## config.mk

```make
export PLATFORM = sky130hd
export DESIGN_NAME = host_port
export DESIGN_NICKNAME = d
export VERILOG_FILES = /design/src/ti_bus_pkg.sv /design/src/host_port.sv
export SDC_FILE = /design/constraint.sdc
export NUM_CORES = 1
export LEC_CHECK = 0
export BUFFER_PORTS_ARGS = -buffer_cell sky130_fd_sc_hd__buf_2
export CORE_MARGIN = 1
export CORE_UTILIZATION = 27
export CTS_CLUSTER_DIAMETER = 100
export DETAILED_ROUTE_END_ITERATION = 7
export PLACE_DENSITY = 0.81
export SYNTH_ARGS = -nofsm -noshare
export SYNTH_HDL_FRONTEND = slang
export SYNTH_SLANG_ARGS = --single-unit
```

## constraint.sdc

```tcl
create_clock -name clk -period 1.3 [get_ports clk]
set_input_delay 0.26 -clock clk [delete_from_list [all_inputs] [get_ports clk]]
set_output_delay 0.26 -clock clk [all_outputs]
set_load 0.005 [all_outputs]
```

## src/ti_bus_pkg.sv

```systemverilog
package ti_bus_pkg;

   // one cpu bus cycle, addr is a word address (a15 is not on this bus)
   typedef struct packed {
      logic        memen;
      logic        we;
      logic        dbin;
      logic [14:0] addr;
      logic [15:0] wdata;
   } cpu_req_t;

   typedef struct packed {
      logic [15:0] rdata;
      logic        ready;
   } cpu_rsp_t;

   typedef struct packed {
      logic        strobe;
      logic        we;
      logic [15:0] addr;   // byte address, bit 0 is a15
      logic [7:0]  wdata;
   } byte_req_t;

   typedef enum logic [1:0] {
      rgn_rom,
      rgn_cart,
      rgn_pad,
      rgn_open
   } region_e;

   typedef struct packed {
      logic        psel;
      logic        penable;
      logic        pwrite;
      logic [15:0] paddr;
      logic [7:0]  pwdata;
   } apb_req_t;

   typedef struct packed {
      logic [7:0] prdata;
      logic       pready;
      logic       pslverr;
   } apb_rsp_t;

   typedef struct packed {
      logic        strobe;
      logic        we;
      logic [13:0] addr;
      logic [7:0]  wdata;
   } host_byte_t;

   // cpu memory map, byte addresses
   localparam logic [15:0] rom_base  = 16'h0000;
   localparam int unsigned rom_win_bits = 13;  // 8 KB
   localparam logic [15:0] cart_base = 16'h6000;
   localparam int unsigned cart_win_bits = 13;
   localparam logic [15:0] pad_base  = 16'h8000;
   localparam int unsigned pad_win_bits = 10;  // 1 KB, ram repeats inside

   // host region codes in paddr[15:14]
   localparam logic [1:0] host_rgn_rom  = 2'd0;
   localparam logic [1:0] host_rgn_cart = 2'd1;
   localparam logic [1:0] host_rgn_pad  = 2'd2;
   localparam logic [1:0] host_rgn_open = 2'd3;

endpackage

```

## src/host_port.sv

```systemverilog
module host_port (
   input  logic                   clk,
   input  logic                   arst_n_i,
   input  ti_bus_pkg::apb_req_t   apb_i,
   output ti_bus_pkg::apb_rsp_t   apb_o,
   output ti_bus_pkg::host_byte_t rom_o,
   output ti_bus_pkg::host_byte_t cart_o,
   output ti_bus_pkg::host_byte_t pad_o,
   input  logic [7:0]             rom_rdata_i,
   input  logic [7:0]             cart_rdata_i,
   input  logic [7:0]             pad_rdata_i
);

   logic                   wait_q;  // set in the second access cycle
   logic                   access_first;
   logic [1:0]             target;
   ti_bus_pkg::host_byte_t cmd;

   assign target       = apb_i.paddr[15:14];
   assign access_first = apb_i.psel && apb_i.penable && !wait_q;

   always_ff @(posedge clk or negedge arst_n_i) begin
      if (!arst_n_i) begin
         wait_q <= 1'b0;
      end else begin
         wait_q <= access_first;
      end
   end

   assign cmd.strobe = access_first;
   assign cmd.we     = apb_i.pwrite;
   assign cmd.addr   = apb_i.paddr[13:0];
   assign cmd.wdata  = apb_i.pwdata;

   always_comb begin
      rom_o         = cmd;
      rom_o.strobe  = access_first && (target == ti_bus_pkg::host_rgn_rom);
      cart_o        = cmd;
      cart_o.strobe = access_first && (target == ti_bus_pkg::host_rgn_cart);
      pad_o         = cmd;
      pad_o.strobe  = access_first && (target == ti_bus_pkg::host_rgn_pad);
   end

   // memories answer one clock after the strobe, right as pready goes up
   always_comb begin
      apb_o.pready  = wait_q;
      apb_o.pslverr = wait_q && (target == ti_bus_pkg::host_rgn_open);
      case (target)
         ti_bus_pkg::host_rgn_rom:  apb_o.prdata = rom_rdata_i;
         ti_bus_pkg::host_rgn_cart: apb_o.prdata = cart_rdata_i;
         ti_bus_pkg::host_rgn_pad:  apb_o.prdata = pad_rdata_i;
         default:                   apb_o.prdata = 8'h00;
      endcase
   end

   a_penable_psel: assert property (@(posedge clk) disable iff (!arst_n_i)
      apb_i.penable |-> apb_i.psel)
      else $error("host port: penable without psel");

endmodule

```

==> run summary <==
Sequential fraction of the synthesis area - 0.0325
Combinational family with the most area after synthesis - buffers and inverters
DRC - 0
Tightest Pin Transition - 194 ps
Boundary Pins - 135
Largest net degree at the start of global routing - 10
Status - finished clean
Synth area leader - buf_4
CP Data Arrival Time - 960 ps
Yosys reg bits - 1
Mapped Cells - 97
Total of max-cap violations - 0
Crit end category - output port
Max FFs per register - 1
DRT Wirelength - 1220 um
Critical Path Source Type - input pin
Crit-path max FO - 9
Fin nets - 124
Gpl congestion - 0.570
Top cells by area, synth - buf_4 68%, mux2i_1 10%, o2bb2ai_1 9.1%
Post-synthesis compound-gate area fraction - 0.0909
# port buffers - 42
Final hold violation count - 0
Synth Area in XOR/XNOR - 0
Antenna violations before repair - 0
WP data required - 1040 ps
Clk_lat worst skew - 0 ps
Biggest regs - wait_q (1)
YS warnings - 0
Vert. Die Dim - 55.4 um
Leakage power - 0.293 nW
Worst path slowest cell - mux2i_1
CP bufs+invs - 3
Synth Cell Area - 771 um^2
Antenna cells - 0
Final total power - 0.000172 W
Worst Hold Class - input pin to async pin
Final HPWL from detailed placement - 1050 um
FP Rows - 19
Tcrit/Tclk final - 0.938
Post-layout min period - 1220 ps
Max incr delay on CP - 190 ps
Worst path top cell family by delay - buffers and inverters
Final Max Slew Viols - 0
Layout area overhead - -33.0%
Setup_tns - 0 ps
Per-cell routed wire length - 12.2 um
Routed Antenna Nets - 0
Dpl ws - 4.27 ps
Synthesized Nets - 150
WS Path Type - input pin to output port
Distinct cells, synth - 14
Drt pass-1 iters - 4
P per Cell Area - 333 nW/um^2
Fin worst setup slack - 81.1 ps
Relative slew slack - 0.871
VDD IR max - 127 uV
Vias in the first global route - 427
Worst path cell trace - buf_4 > buf_12 > mux2i_1 > o2bb2ai_1 > buf_2
Gr usage total - 0.0720
Initial DRC Count - 31
Core Box Area - 2730 um^2
Vias per cell - 4.57
Setup violators final - 0
Die Area - 3070 um^2
Hold_buf cts - 0
Reg clk slew, reported paths - 0 ps
Initial core utilization - 0.282
Avg Cell Area, Syn - 7.95 um^2
Overflow after GRT - 0
RSZ-0062 raised after global routing - false
Post-synthesis adder-cell area fraction - 0
Yosys top cell area share - 0.682
Fin Clk Skew - 0 ps
Die X - 55.4 um
First-pass GRT wire length - 1860 um
DR vias - 457
Biggest register - wait_q
Simple-gate share of the synthesized area - 0.0601
Layout cells sized above 1 - 0.696
F_max - 820 MHz
Post-synthesis mux area share - 0.104
## where the power goes
part           internal [W]  switching [W]
logic             0.0000827      0.0000547
clock network             0              0
registers         0.0000334     0.00000110
## placed cells by master, fill, tap and decap left out, drive strengths merged
| cell | n |
|---|---|
| nand3b | 1 |
| nor3 | 1 |
| mux2i | 8 |
| nor3b | 2 |
| inv | 1 |
| dfrtp | 1 |
| and3 | 1 |
| nor2b | 1 |
| buf | 45 |
| o2bb2ai | 8 |
## path summary, 6_finish.rpt
kind,start,cells after the start,to,slack (ps)
setup / recovery,apb_i[22],5,apb_o[4],80
min in group clk,apb_i[14],0,cart_o[14],520
hold / removal,arst_n_i,1,wait_q,40
setup reg to reg,wait_q,2,wait_q,530
hold reg to reg,wait_q,2,wait_q,650
max in group asynchronous,arst_n_i,1,wait_q,1180
## metal layers
layer  wire length [um]  up-vias  GRT usage
met5                  0        -          0
met4                 63        0     0.0500
met3                271       17     0.0351
met2                547       55      0.131
met1                341      191     0.0601
li1                   -      194          -
## synth_stat cells, drive strengths merged
cell,n
buf,72
mux2i,8
o2bb2ai,8
nor3b,2
and3,1
clkbuf,1
dfrtp,1
inv,1
nand3b,1
nor2b,1
nor3,1
## kinds of logic (layout without fill, tap and decap cells)
logic type	after synthesis	count (layout)
buf+inv	74	46
simple gates	6	6
flops	1	1
compound gates	8	8
mux	8	8
## stage by stage
step | utilization | cells | hold slack (ps) | cell area, um^2
after global routing | 0.189 | 100 | 37.7 | 517
after detailed placement | 0.186 | 100 | 36.4 | 509
after floorplan | - | 97 | -35.6 | 771
after CTS | 0.187 | 100 | 36.4 | 512
after global placement | 0.186 | 100 | 34.3 | 509
final | 0.189 | 100 | 35.5 | 517
## area by class of cell
cell class / instances / area [um^2]
inverters: 1 / 3.75
well taps: 31 / 38.8
flip-flops and latches: 1 / 25.0
fillers: 300 / 2220
multi-input cells: 22 / 201
repair buffers: 45 / 248
## what timing repair did
item | in CTS | in global routing
buffers inserted | 0 | 0
gates resized for setup | 1 | 1
setup endpoints to repair | 1 | 1
Note: power is estimated with default switching activity, not from simulation.
