[src/ti_bus_pkg.sv]
package ti_bus_pkg;

   // one cpu bus cycle, addr is a word address (a15 is not on this bus)
   typedef struct packed {
      logic        memen;
      logic        we;
      logic        dbin;
      logic [14:0] addr;
      logic [15:0] wdata;
   } cpu_req_t;

   typedef struct packed {
      logic [15:0] rdata;
      logic        ready;
   } cpu_rsp_t;

   typedef struct packed {
      logic        strobe;
      logic        we;
      logic [15:0] addr;   // byte address, bit 0 is a15
      logic [7:0]  wdata;
   } byte_req_t;

   typedef enum logic [1:0] {
      rgn_rom,
      rgn_cart,
      rgn_pad,
      rgn_open
   } region_e;

   typedef struct packed {
      logic        psel;
      logic        penable;
      logic        pwrite;
      logic [15:0] paddr;
      logic [7:0]  pwdata;
   } apb_req_t;

   typedef struct packed {
      logic [7:0] prdata;
      logic       pready;
      logic       pslverr;
   } apb_rsp_t;

   typedef struct packed {
      logic        strobe;
      logic        we;
      logic [13:0] addr;
      logic [7:0]  wdata;
   } host_byte_t;

   // cpu memory map, byte addresses
   localparam logic [15:0] rom_base  = 16'h0000;
   localparam int unsigned rom_win_bits = 13;  // 8 KB
   localparam logic [15:0] cart_base = 16'h6000;
   localparam int unsigned cart_win_bits = 13;
   localparam logic [15:0] pad_base  = 16'h8000;
   localparam int unsigned pad_win_bits = 10;  // 1 KB, ram repeats inside

   // host region codes in paddr[15:14]
   localparam logic [1:0] host_rgn_rom  = 2'd0;
   localparam logic [1:0] host_rgn_cart = 2'd1;
   localparam logic [1:0] host_rgn_pad  = 2'd2;
   localparam logic [1:0] host_rgn_open = 2'd3;

endpackage

[src/bus_multiplexer.sv]
module bus_multiplexer (
   input  logic                  clk,
   input  logic                  arst_n_i,
   input  ti_bus_pkg::cpu_req_t  req_i,
   input  logic                  slow_i,
   output ti_bus_pkg::byte_req_t byte_o,
   input  logic [7:0]            byte_rdata_i,
   output logic [15:0]           rdata_o,
   output logic                  ready_o
);

   typedef enum logic [1:0] {
      st_idle,
      st_high,
      st_low,
      st_done
   } state_e;

   state_e      state_q;
   logic        phase_q;  // second clock of a byte cycle
   logic [15:0] word_q;
   logic        busy;

   assign busy = (state_q == st_high) || (state_q == st_low);

   always_ff @(posedge clk or negedge arst_n_i) begin
      if (!arst_n_i) begin
         state_q <= st_idle;
         phase_q <= 1'b0;
      end else begin
         case (state_q)
            st_idle: begin
               if (req_i.memen && slow_i) begin
                  state_q <= st_high;
               end
            end
            st_high: begin
               phase_q <= ~phase_q;
               if (phase_q) begin
                  state_q <= st_low;
               end
            end
            st_low: begin
               phase_q <= ~phase_q;
               if (phase_q) begin
                  state_q <= st_done;
               end
            end
            default: begin
               if (!req_i.memen) begin  // cpu saw ready and let go
                  state_q <= st_idle;
               end
            end
         endcase
      end
   end

   // byte data is back from the memory in the second clock
   always_ff @(posedge clk) begin
      if (phase_q && req_i.dbin) begin
         if (state_q == st_high) begin
            word_q[15:8] <= byte_rdata_i;
         end
         if (state_q == st_low) begin
            word_q[7:0] <= byte_rdata_i;
         end
      end
   end

   // even byte first, it is the high half of the word
   always_comb begin
      byte_o.strobe = busy && !phase_q;
      byte_o.we     = req_i.we;
      byte_o.addr   = {req_i.addr, state_q == st_low};
      byte_o.wdata  = (state_q == st_low) ? req_i.wdata[7:0] : req_i.wdata[15:8];
   end

   assign rdata_o = word_q;
   assign ready_o = (state_q == st_done);

   a_ready_strobe: assert property (@(posedge clk) disable iff (!arst_n_i)
      $rose(ready_o) |-> !byte_o.strobe &&
         $past(byte_o.strobe, 2) && $past(byte_o.strobe, 4))
      else $error("bus multiplexer: ready without two completed byte cycles");

   a_req_stable: assert property (@(posedge clk) disable iff (!arst_n_i)
      busy |-> $stable(req_i))
      else $error("bus multiplexer: cpu request changed mid access");

endmodule

[config.mk]
export PLATFORM = sky130hd
export DESIGN_NAME = bus_multiplexer
export DESIGN_NICKNAME = d
export VERILOG_FILES = /design/src/ti_bus_pkg.sv /design/src/bus_multiplexer.sv
export SDC_FILE = /design/constraint.sdc
export NUM_CORES = 1
export LEC_CHECK = 0
export BUFFER_PORTS_ARGS = -buffer_cell sky130_fd_sc_hd__buf_2
export CAP_MARGIN = 20
export CORE_MARGIN = 10
export CORE_UTILIZATION = 36
export DETAILED_ROUTE_END_ITERATION = 10
export GPL_TIMING_DRIVEN = 0
export HOLD_SLACK_MARGIN = 0.06
export PLACE_DENSITY = 0.78
export SYNTH_ARGS = -nofsm -noshare
export SYNTH_HDL_FRONTEND = slang
export SYNTH_SLANG_ARGS = --single-unit
export TNS_END_PERCENT = 1
[constraint.sdc]
create_clock -name clk -period 2.05 [get_ports clk]
set_input_delay 0.1025 -clock clk [delete_from_list [all_inputs] [get_ports clk]]
set_output_delay 0.1025 -clock clk [all_outputs]
set_load 0.005 [all_outputs]
==> results of run 1 <==
-- how the worst max path moves through the flow --
stage	cells past startpoint	startpoint	end
after floorplan	6	state_q[0]	state_q[1]
after detailed placement	6	state_q[0]	state_q[1]
final	5	state_q[0]	byte_o[5]
after CTS	5	state_q[0]	byte_o[5]
after global placement	6	state_q[0]	state_q[1]
after global routing	5	state_q[0]	byte_o[5]
-- where the power goes --
part / switching [mW] / total (mW) / leakage, nW / internal [mW]
Clock: 0.0998 / 0.175 / 0.0150 / 0.0755
Combinational: 0.297 / 0.683 / 0.539 / 0.386
Sequential: 0.0485 / 0.551 / 0.181 / 0.502
-- Yosys cell counts --
cell      count  area, sq um
nor4b_4       1        23.77
mux2_4        1        15.01
buf_6         1        11.26
inv_1         2        7.510
buf_4        16        120.1
dfrtp_1       3        75.07
mux2i_1       1        10.01
edfxtp_1     16        480.5
o21bai_1      1        7.510
mux2_2        8        90.09
a211oi_2      1        12.51
nor2b_1       1        6.260
and3_1        1        6.260
and3_2        1        7.510
nand2_1       1        3.750
xor2_1        1        8.760
ha_1          6        75.07
o21ba_2       1        10.01
-- what timing repair did --
item | in CTS | in global routing
hold buffers | 9 | 0
hold endpoints to repair | 19 | 0
resized for setup | 0 | 0
-- critical path, stage by stage (launching register included) --
cell	delay, ps
dfrtp_1	430
inv_1	140
ha_1	200
buf_6	160
mux2_2	340
buf_2	130
-- area by class of cell --
cell class / instances / share of cell area, %
buffer: 17 / 8.876
tap: 30 / 2.536
timing repair buffer: 80 / 30.09
sequential: 19 / 37.53
clock buffer: 4 / 1.775
multi-input combinational: 25 / 18.68
inverter: 2 / 0.5072
-- flip-flops by register name (all words and copies together), names as in the netlist --
| register | cells |
|---|---|
| state_q | 2 |
| phase_q | 1 |
| rdata_o | 16 |
-- routing by layer --
metal / GRT usage, % / wire length [um]
met1: 10.23 / 1070
met2: 15.69 / 1117
met4: 3.226 / 13
met3: 7.075 / 483
met5: 0 / 0
-- layout by cell type, fill, tap and decap left out, drive strengths merged --
| master | Yosys | layout |
|---|---|---|
| nand2 | 1 | 1 |
| edfxtp | 16 | 16 |
| o21ba | 1 | 1 |
| clkbuf | 0 | 4 |
| inv | 2 | 2 |
| xor2 | 1 | 1 |
| and3 | 2 | 2 |
| mux2 | 9 | 9 |
| nor4b | 1 | 1 |
| o21bai | 1 | 1 |
| buf | 17 | 88 |
| mux2i | 1 | 1 |
| ha | 6 | 6 |
| dlygate4sd3 | 0 | 9 |
| a211oi | 1 | 1 |
| dfrtp | 3 | 3 |
| nor2b | 1 | 1 |
-- cells by family (layout without fill, tap and decap cells) --
logic type / after synthesis / after routing / synth area share (%)
buffers and inverters: 19 / 103 / 14.30
DFF: 19 / 19 / 57.22
AOI/OAI and AO/OA: 3 / 3 / 3.093
xor gates and xnor gates: 1 / 1 / 0.9022
and+or+nand+nor: 5 / 5 / 4.897
muxes: 10 / 10 / 11.86
adders and majority gates: 6 / 6 / 7.732
==> run metrics, run 1 <==
antenna viol nets, final 0; max cap viols 0; unrepaired setup endpoints after global routing no; DR DRC count 0; pre-CTS WS 332.5 ps; reg2reg end state_q[1]; number of CTS-inserted buffers 3; Inserted Diodes 0; DP Cell Count 164; die width 71.93 um; Worst Skew 6.837 ps; Worst R2R Setup Slack 320 ps; P per Cell Area 951.9 nW/um^2; Via Count 789; post-DP HPWL 2.364 mm; Wirelength per Cell 15.17 um; Core Rows 18; first-pass GRT wire length 4.229 mm; Max VDD drop 0.6437 mV; largest net degree at the start of global routing 11; vias in the first global route 927; grt ovf 0; Finished Cell Area 1480 sq um; crit path max fanout 10; Starting Density 38.49%; Die ar. 5174 sq um; Pleak 0.7351 nW; # setup viols final 0; minimum clock period 1798 ps; Ys Warns 0; Clock Latency Late Sink 280 ps; Clock transition at path regs 100 ps; Fin. Hold Viols 0; FMAX 0.5563 GHz; FF-to-FF Start state_q[0]; Synth Register Bits 19; outcome completed; Syn Area/Cell 15.41 sq um; register area share after synthesis 57.22%; fraction of layout cells with a size suffix above 1 70.75%; DRT Wirelength 2.685 mm; Slew headroom 76.51%; post-synth cell types 18; Tot GR Track Use 9.944%; placer congestion estimate 0.6765; Final Max Tran Viols 0; die height 71.93 um; CP Class reg2out; placed cell area 1364 sq um; final std cells w/o fill 177; Final Power 1.409 mW; number of I/O port buffers 71; Register-to-Register Path Depth 6; area of the multi-input gates 276.5 sq um; Layout area overhead 52.45%; Post-CTS Setup Inserts 0; Post-Syn Instances 63; Post-Syn Nets 114; H-tree Lvls 1; initial antenna violation count 0; Crit path arrival time 1700 ps; DRT iter0 DRCs 19; vias per cell 4.458; pin slew with the least headroom to its limit 352.4 ps; mapped cell area 970.9 sq um; clock sink total 19; Net count, final 199; filler instances 214; Crit. End Element output port; num ports 88; CTS Buffer Depth 2; Worst Path Required 1950 ps; TritonRoute pass-1 iters 3; Root Driver clkbuf_4; Reg area 555.5 sq um; CTS tree yes; setup slack after layout 252.5 ps; CP startpoint kind flip-flop; period utilisation layout 87.69%; core region area 2522 sq um; hold_ws 137.4 ps; total negative slack 0 ps; Util after Layout 58.68%; class of the worst hold path in2async
Note: power is estimated with default switching activity, not from simulation.
==> inputs of run 2 (changes only) <==
--- a/config.mk
+++ b/config.mk
@@ -5,14 +5,13 @@
 export SDC_FILE = /design/constraint.sdc
 export NUM_CORES = 1
 export LEC_CHECK = 0
-export BUFFER_PORTS_ARGS = -buffer_cell sky130_fd_sc_hd__buf_2
 export CAP_MARGIN = 20
 export CORE_MARGIN = 10
-export CORE_UTILIZATION = 36
+export CORE_UTILIZATION = 42
 export DETAILED_ROUTE_END_ITERATION = 10
+export DONT_BUFFER_PORTS = 1
 export GPL_TIMING_DRIVEN = 0
 export HOLD_SLACK_MARGIN = 0.06
-export PLACE_DENSITY = 0.78
 export SYNTH_ARGS = -nofsm -noshare
 export SYNTH_HDL_FRONTEND = slang
 export SYNTH_SLANG_ARGS = --single-unit
==> run metrics, run 2 (synthesis gave the netlist of run 1 again) <==
Reg area 555.5 sq um (unchanged); Hold Path Origin slow_i; antenna viol nets, final 0 (unchanged); Starting Density 43.89% (was 38.49%); num ports 88 (unchanged); Layout area overhead 16.62% (was 52.45%); Largest register FFs 16 (unchanged); Via Count 519 (was 789); DP Cell Count 91 (was 164); Crit. End Element flip-flop (was output port); reg2reg end state_q[1] (unchanged); post-DP HPWL 2.027 mm (was 2.364 mm); placer congestion estimate 0.6397 (was 0.6765); Crit path arrival time 1960 ps (was 1700 ps); Worst R2R Setup Slack 270 ps (was 320 ps); DR DRC count 0 (unchanged); placed cell area 1006 sq um (was 1364 sq um); outcome completed (unchanged); Inserted Diodes 0 (unchanged); number of CTS-inserted buffers 3 (unchanged); CP startpoint kind flip-flop (unchanged); Wirelength per Cell 22.15 um (was 15.17 um); initial antenna violation count 0 (unchanged); FMAX 0.5621 GHz (was 0.5563 GHz); CTS Buffer Depth 2 (unchanged); Post-CTS Setup Inserts 0 (unchanged); total negative slack 0 ps (unchanged); Tot GR Track Use 9.218% (was 9.944%); die width 68.08 um (was 71.93 um); Pleak 0.4574 nW (was 0.7351 nW); pin slew with the least headroom to its limit 371.9 ps (was 352.4 ps); unrepaired setup endpoints after global routing no (unchanged); CTS tree yes (unchanged); clock sink total 19 (unchanged); final std cells w/o fill 105 (was 177); commonest cells after routing, fill and taps aside 16 x buf_4, 16 x edfxtp_1, 10 x dlygate4sd3_1, 8 x mux2_2, 6 x ha_1 (was 71 x buf_2, 16 x buf_4, 16 x edfxtp_1, 9 x dlygate4sd3_1, 8 x mux2_2); setup slack after layout 271.1 ps (was 252.5 ps); P per Cell Area 1125 nW/um^2 (was 951.9 nW/um^2); Register-to-Register Path Depth 6 (unchanged); Clock transition at path regs 100 ps (about the same); Root Driver clkbuf_4 (unchanged); DRT Wirelength 2.326 mm (was 2.685 mm); die height 68.08 um (was 71.93 um); minimum clock period 1779 ps (was 1798 ps); number of I/O port buffers 0 (was 71); Clock Latency Late Sink 280 ps (about the same); vias in the first global route 643 (was 927); Core Rows 17 (was 18); # setup viols final 0 (unchanged); Util after Layout 51.19% (was 58.68%); Net count, final 129 (was 199); CP Class reg2reg (was reg2out); TritonRoute pass-1 iters 4 (was 3); period utilisation layout 86.78% (was 87.69%); pre-CTS WS 258.6 ps (was 332.5 ps); area of the multi-input gates 276.5 sq um (unchanged); Worst Skew 13.80 ps (was 6.837 ps); core region area 2212 sq um (was 2522 sq um); crit path max fanout 10 (unchanged); Max VDD drop 0.5640 mV (was 0.6437 mV); H-tree Lvls 1 (unchanged); grt ovf 0 (unchanged); class of the worst hold path in2reg (was in2async); fraction of layout cells with a size suffix above 1 42.86% (was 70.75%); crit path to state_q[1] (was byte_o[5]); DRT iter0 DRCs 8 (was 19); Finished Cell Area 1132 sq um (was 1480 sq um); first-pass GRT wire length 3.243 mm (was 4.229 mm); filler instances 189 (was 214); FF-to-FF Start state_q[0] (unchanged); Final Max Tran Viols 0 (unchanged); Worst Path Required 2230 ps (was 1950 ps); largest net degree at the start of global routing 11 (unchanged); crit path from state_q[0] (unchanged); Slew headroom 75.20% (was 76.51%); post-CTS sizing 0 (unchanged); max cap viols 0 (unchanged); Fin. Hold Viols 0 (unchanged); vias per cell 4.943 (was 4.458); Die ar. 4635 sq um (was 5174 sq um)
## run 2: cell types whose count changed in the layout (fill, tap and decap cells not counted)
cell,delta
buf_2,-71
dlygate4sd3_1,+1
## run 2: report_power, final
part	total, mW	switching, mW	internal, mW
combinational	0.531	0.246	0.286
clock	0.173	0.0977	0.0754
sequential	0.569	0.0653	0.504
## run 2: worst max-delay path, cell delays in order (launching register included)
cell,delay [ps]
dfrtp_1,440
inv_1,140
ha_1,220
buf_6,170
nor4b_4,50
a211oi_2,320
mux2_4,330
## run 2: cell type report
cell class	count	area share, %
buffer	17	11.60
clock buffer	4	2.320
inverter	2	0.6630
multi-input combinational	25	24.42
sequential	19	49.06
tap	28	3.094
timing repair buffer	10	8.840
## run 2: metrics by stage
step / hold slack (ps) / power, mW
after CTS: 98.89 / 1.301
after detailed placement: -193.0 / 1.106
after global routing: 120.2 / 1.361
after global placement: -193.0 / 1.096
after floorplan: -193.1 / 1.007
final: 103.9 / 1.273
## run 2: routing by layer
layer  wire length (um)  vias to the layer above  share of wire, %  track usage [%]
met5                  0                        -                 0                0
met4                  0                        0                 0            1.508
met3                361                        0                16            7.341
met2               1169                       51                50            17.21
met1                795                      234                34            7.440
li1                   -                      234                 -                -
## run 2: worst min-delay path by stage
| stage | end | slack [ps] | depth (start not counted) |
|---|---|---|---|
| 6_report | state_q[0] | 100 | 3 |
| 5_1_grt | state_q[0] | 120 | 3 |
| 4_1_cts | state_q[0] | 100 | 3 |
| 3_5_place_dp | state_q[0] | -190 | 0 |
| 3_3_place_gp | state_q[0] | -190 | 0 |
| 2_1_floorplan | phase_q | -190 | 0 |
## run 2: what timing repair did
item / CTS / global route
endpoints found under the setup margin: 0 / 0
hold endpoints to repair: 19 / 0
hold buffers: 10 / 0
==> inputs of run 3 (changes only) <==
--- a/config.mk
+++ b/config.mk
@@ -6,12 +6,15 @@
 export NUM_CORES = 1
 export LEC_CHECK = 0
 export CAP_MARGIN = 20
+export CELL_PAD_IN_SITES_DETAIL_PLACEMENT = 0
+export CELL_PAD_IN_SITES_GLOBAL_PLACEMENT = 2
 export CORE_MARGIN = 10
-export CORE_UTILIZATION = 42
+export CORE_UTILIZATION = 33
 export DETAILED_ROUTE_END_ITERATION = 10
 export DONT_BUFFER_PORTS = 1
 export GPL_TIMING_DRIVEN = 0
 export HOLD_SLACK_MARGIN = 0.06
+export PLACE_DENSITY_LB_ADDON = 0.1
 export SYNTH_ARGS = -nofsm -noshare
 export SYNTH_HDL_FRONTEND = slang
 export SYNTH_SLANG_ARGS = --single-unit
==> run metrics, run 3 (synthesis gave the netlist of run 1 again) <==
Worst Skew 6.800 ps (was 13.80 ps); grt ovf 0 (unchanged); vias in the first global route 635 (was 643); Clock Latency Late Sink 280 ps (about the same); number of I/O port buffers 0 (unchanged); Final Max Tran Viols 0 (unchanged); die width 74.24 um (was 68.08 um); DRT iter0 DRCs 11 (was 8); Reg area 555.5 sq um (unchanged); Util after Layout 40.85% (was 51.19%); slowest CP cell dfrtp_1 (unchanged); core region area 2781 sq um (was 2212 sq um); die height 74.24 um (was 68.08 um); Layout area overhead 17.01% (was 16.62%); antenna viol nets, final 0 (unchanged); class of the worst hold path in2reg (unchanged); DR DRC count 0 (unchanged); Crit. End Element flip-flop (unchanged); FF-to-FF Start state_q[0] (unchanged); FMAX 0.5681 GHz (was 0.5621 GHz); Crit path arrival time 1940 ps (was 1960 ps); Hold EP state_q[0] (unchanged); Die ar. 5512 sq um (was 4635 sq um); Clock transition at path regs 100 ps (about the same); fraction of layout cells with a size suffix above 1 42.86% (unchanged); Hold Path Origin slow_i (unchanged); reg2reg end state_q[1] (unchanged); Wirelength per Cell 21.18 um (was 22.15 um); # setup viols final 0 (unchanged); outcome completed (unchanged); commonest cells after routing, fill and taps aside 16 x buf_4, 16 x edfxtp_1, 10 x dlygate4sd3_1, 8 x mux2_2, 6 x ha_1 (unchanged); post-CTS sizing 0 (unchanged); P per Cell Area 1120 nW/um^2 (was 1125 nW/um^2); placer congestion estimate 0.7282 (was 0.6397); Max VDD drop 0.5650 mV (was 0.5640 mV); CP peak stage delay 440 ps (about the same); clock sink total 19 (unchanged); minimum clock period 1760 ps (was 1779 ps); unrepaired setup endpoints after global routing no (unchanged); Slew headroom 74.81% (was 75.20%); Via Count 537 (was 519); placed cell area 1010 sq um (was 1006 sq um); CP Class reg2reg (unchanged); pin slew with the least headroom to its limit 377.8 ps (was 371.9 ps); Core Rows 19 (was 17); Worst R2R Setup Slack 290 ps (was 270 ps); Tot GR Track Use 7.536% (was 9.218%); num ports 88 (unchanged); Net count, final 129 (unchanged); post-DP HPWL 1.925 mm (was 2.027 mm); vias per cell 4.972 (was 4.943); crit path max fanout 10 (unchanged); Starting Density 34.91% (was 43.89%); delay-heaviest family, CP flip-flops (unchanged); initial antenna violation count 0 (unchanged); Pleak 0.4574 nW (unchanged); Fin. Hold Viols 0 (unchanged); CTS Buffer Depth 2 (unchanged); largest net degree at the start of global routing 11 (unchanged); worst hold path depth 3 (unchanged); DRT Wirelength 2.287 mm (was 2.326 mm); CP Cell Sequence inv_1 -> ha_1 -> buf_6 -> nor4b_4 -> a211oi_2 -> mux2_4 (unchanged); filler instances 273 (was 189); CP startpoint kind flip-flop (unchanged); TritonRoute pass-1 iters 2 (was 4); Worst Path Required 2230 ps (about the same); Largest register FFs 16 (unchanged); Register-to-Register Path Depth 6 (unchanged); buffer and inverter count on the worst path 2 (unchanged); first-pass GRT wire length 3.229 mm (was 3.243 mm); number of CTS-inserted buffers 3 (unchanged); max cap viols 0 (unchanged); Inserted Diodes 0 (unchanged); CTS tree yes (unchanged); Root Driver clkbuf_4 (unchanged); H-tree Lvls 1 (unchanged); Finished Cell Area 1136 sq um (was 1132 sq um); area of the multi-input gates 276.5 sq um (unchanged); Final Power 1.272 mW (was 1.273 mW); total negative slack 0 ps (unchanged); period utilisation layout 85.86% (was 86.78%)
[run 3: power breakdown]
part	total [mW]	switching, mW	internal [mW]
clock network	0.176	0.101	0.0754
logic	0.528	0.243	0.285
registers	0.568	0.0643	0.504
[run 3: how the worst max path moves through the flow]
stage                    start          to  slack (ps)  cells past startpoint
floorplan           state_q[0]  state_q[1]         440                      6
global placement    state_q[0]  state_q[1]         270                      6
detailed placement  state_q[0]  state_q[1]         270                      6
CTS                 state_q[0]  state_q[1]         260                      6
global route        state_q[0]  state_q[1]         150                      6
finish              state_q[0]  state_q[1]         290                      6
[run 3: cell type report]
cell class                      count  area share (%)
Tap cell                           31           3.414
Buffer                             17           11.56
Timing Repair Buffer               10           8.811
Inverter                            2          0.6608
Clock buffer                        4           2.313
Sequential cell                    19           48.90
Multi-Input combinational cell     25           24.34
[run 3: stage by stage]
stage                     cells  hold slack [ps]  setup slack [ps]
after detailed placement     94           -193.0             270.5
after global routing        108            100.4             145.9
final                       108            99.73             289.9
after floorplan              63           -193.1             437.2
after CTS                   108            101.3             256.5
after global placement       94           -193.0             272.4
[run 3: per-layer routing]
metal  part of all wire (%)  vias to the layer above  GRT usage [%]
li1                       -                      234              -
met1                     39                      245          8.041
met2                     46                       56          12.41
met3                     14                        2          3.856
met4                    1.1                        0          3.049
met5                      0                        -              0
[run 3: what timing repair did]
item	CTS	global route
endpoints found under the setup margin	0	0
hold endpoints to repair	19	0
hold buffers	10	0
setup buffers	0	0
[run 3: tightest hold or removal path: cells and delay by family]
kind / cells / cell delay (ps)
compound gates: 1 / 90
mux: 1 / 110
simple gates: 1 / 50
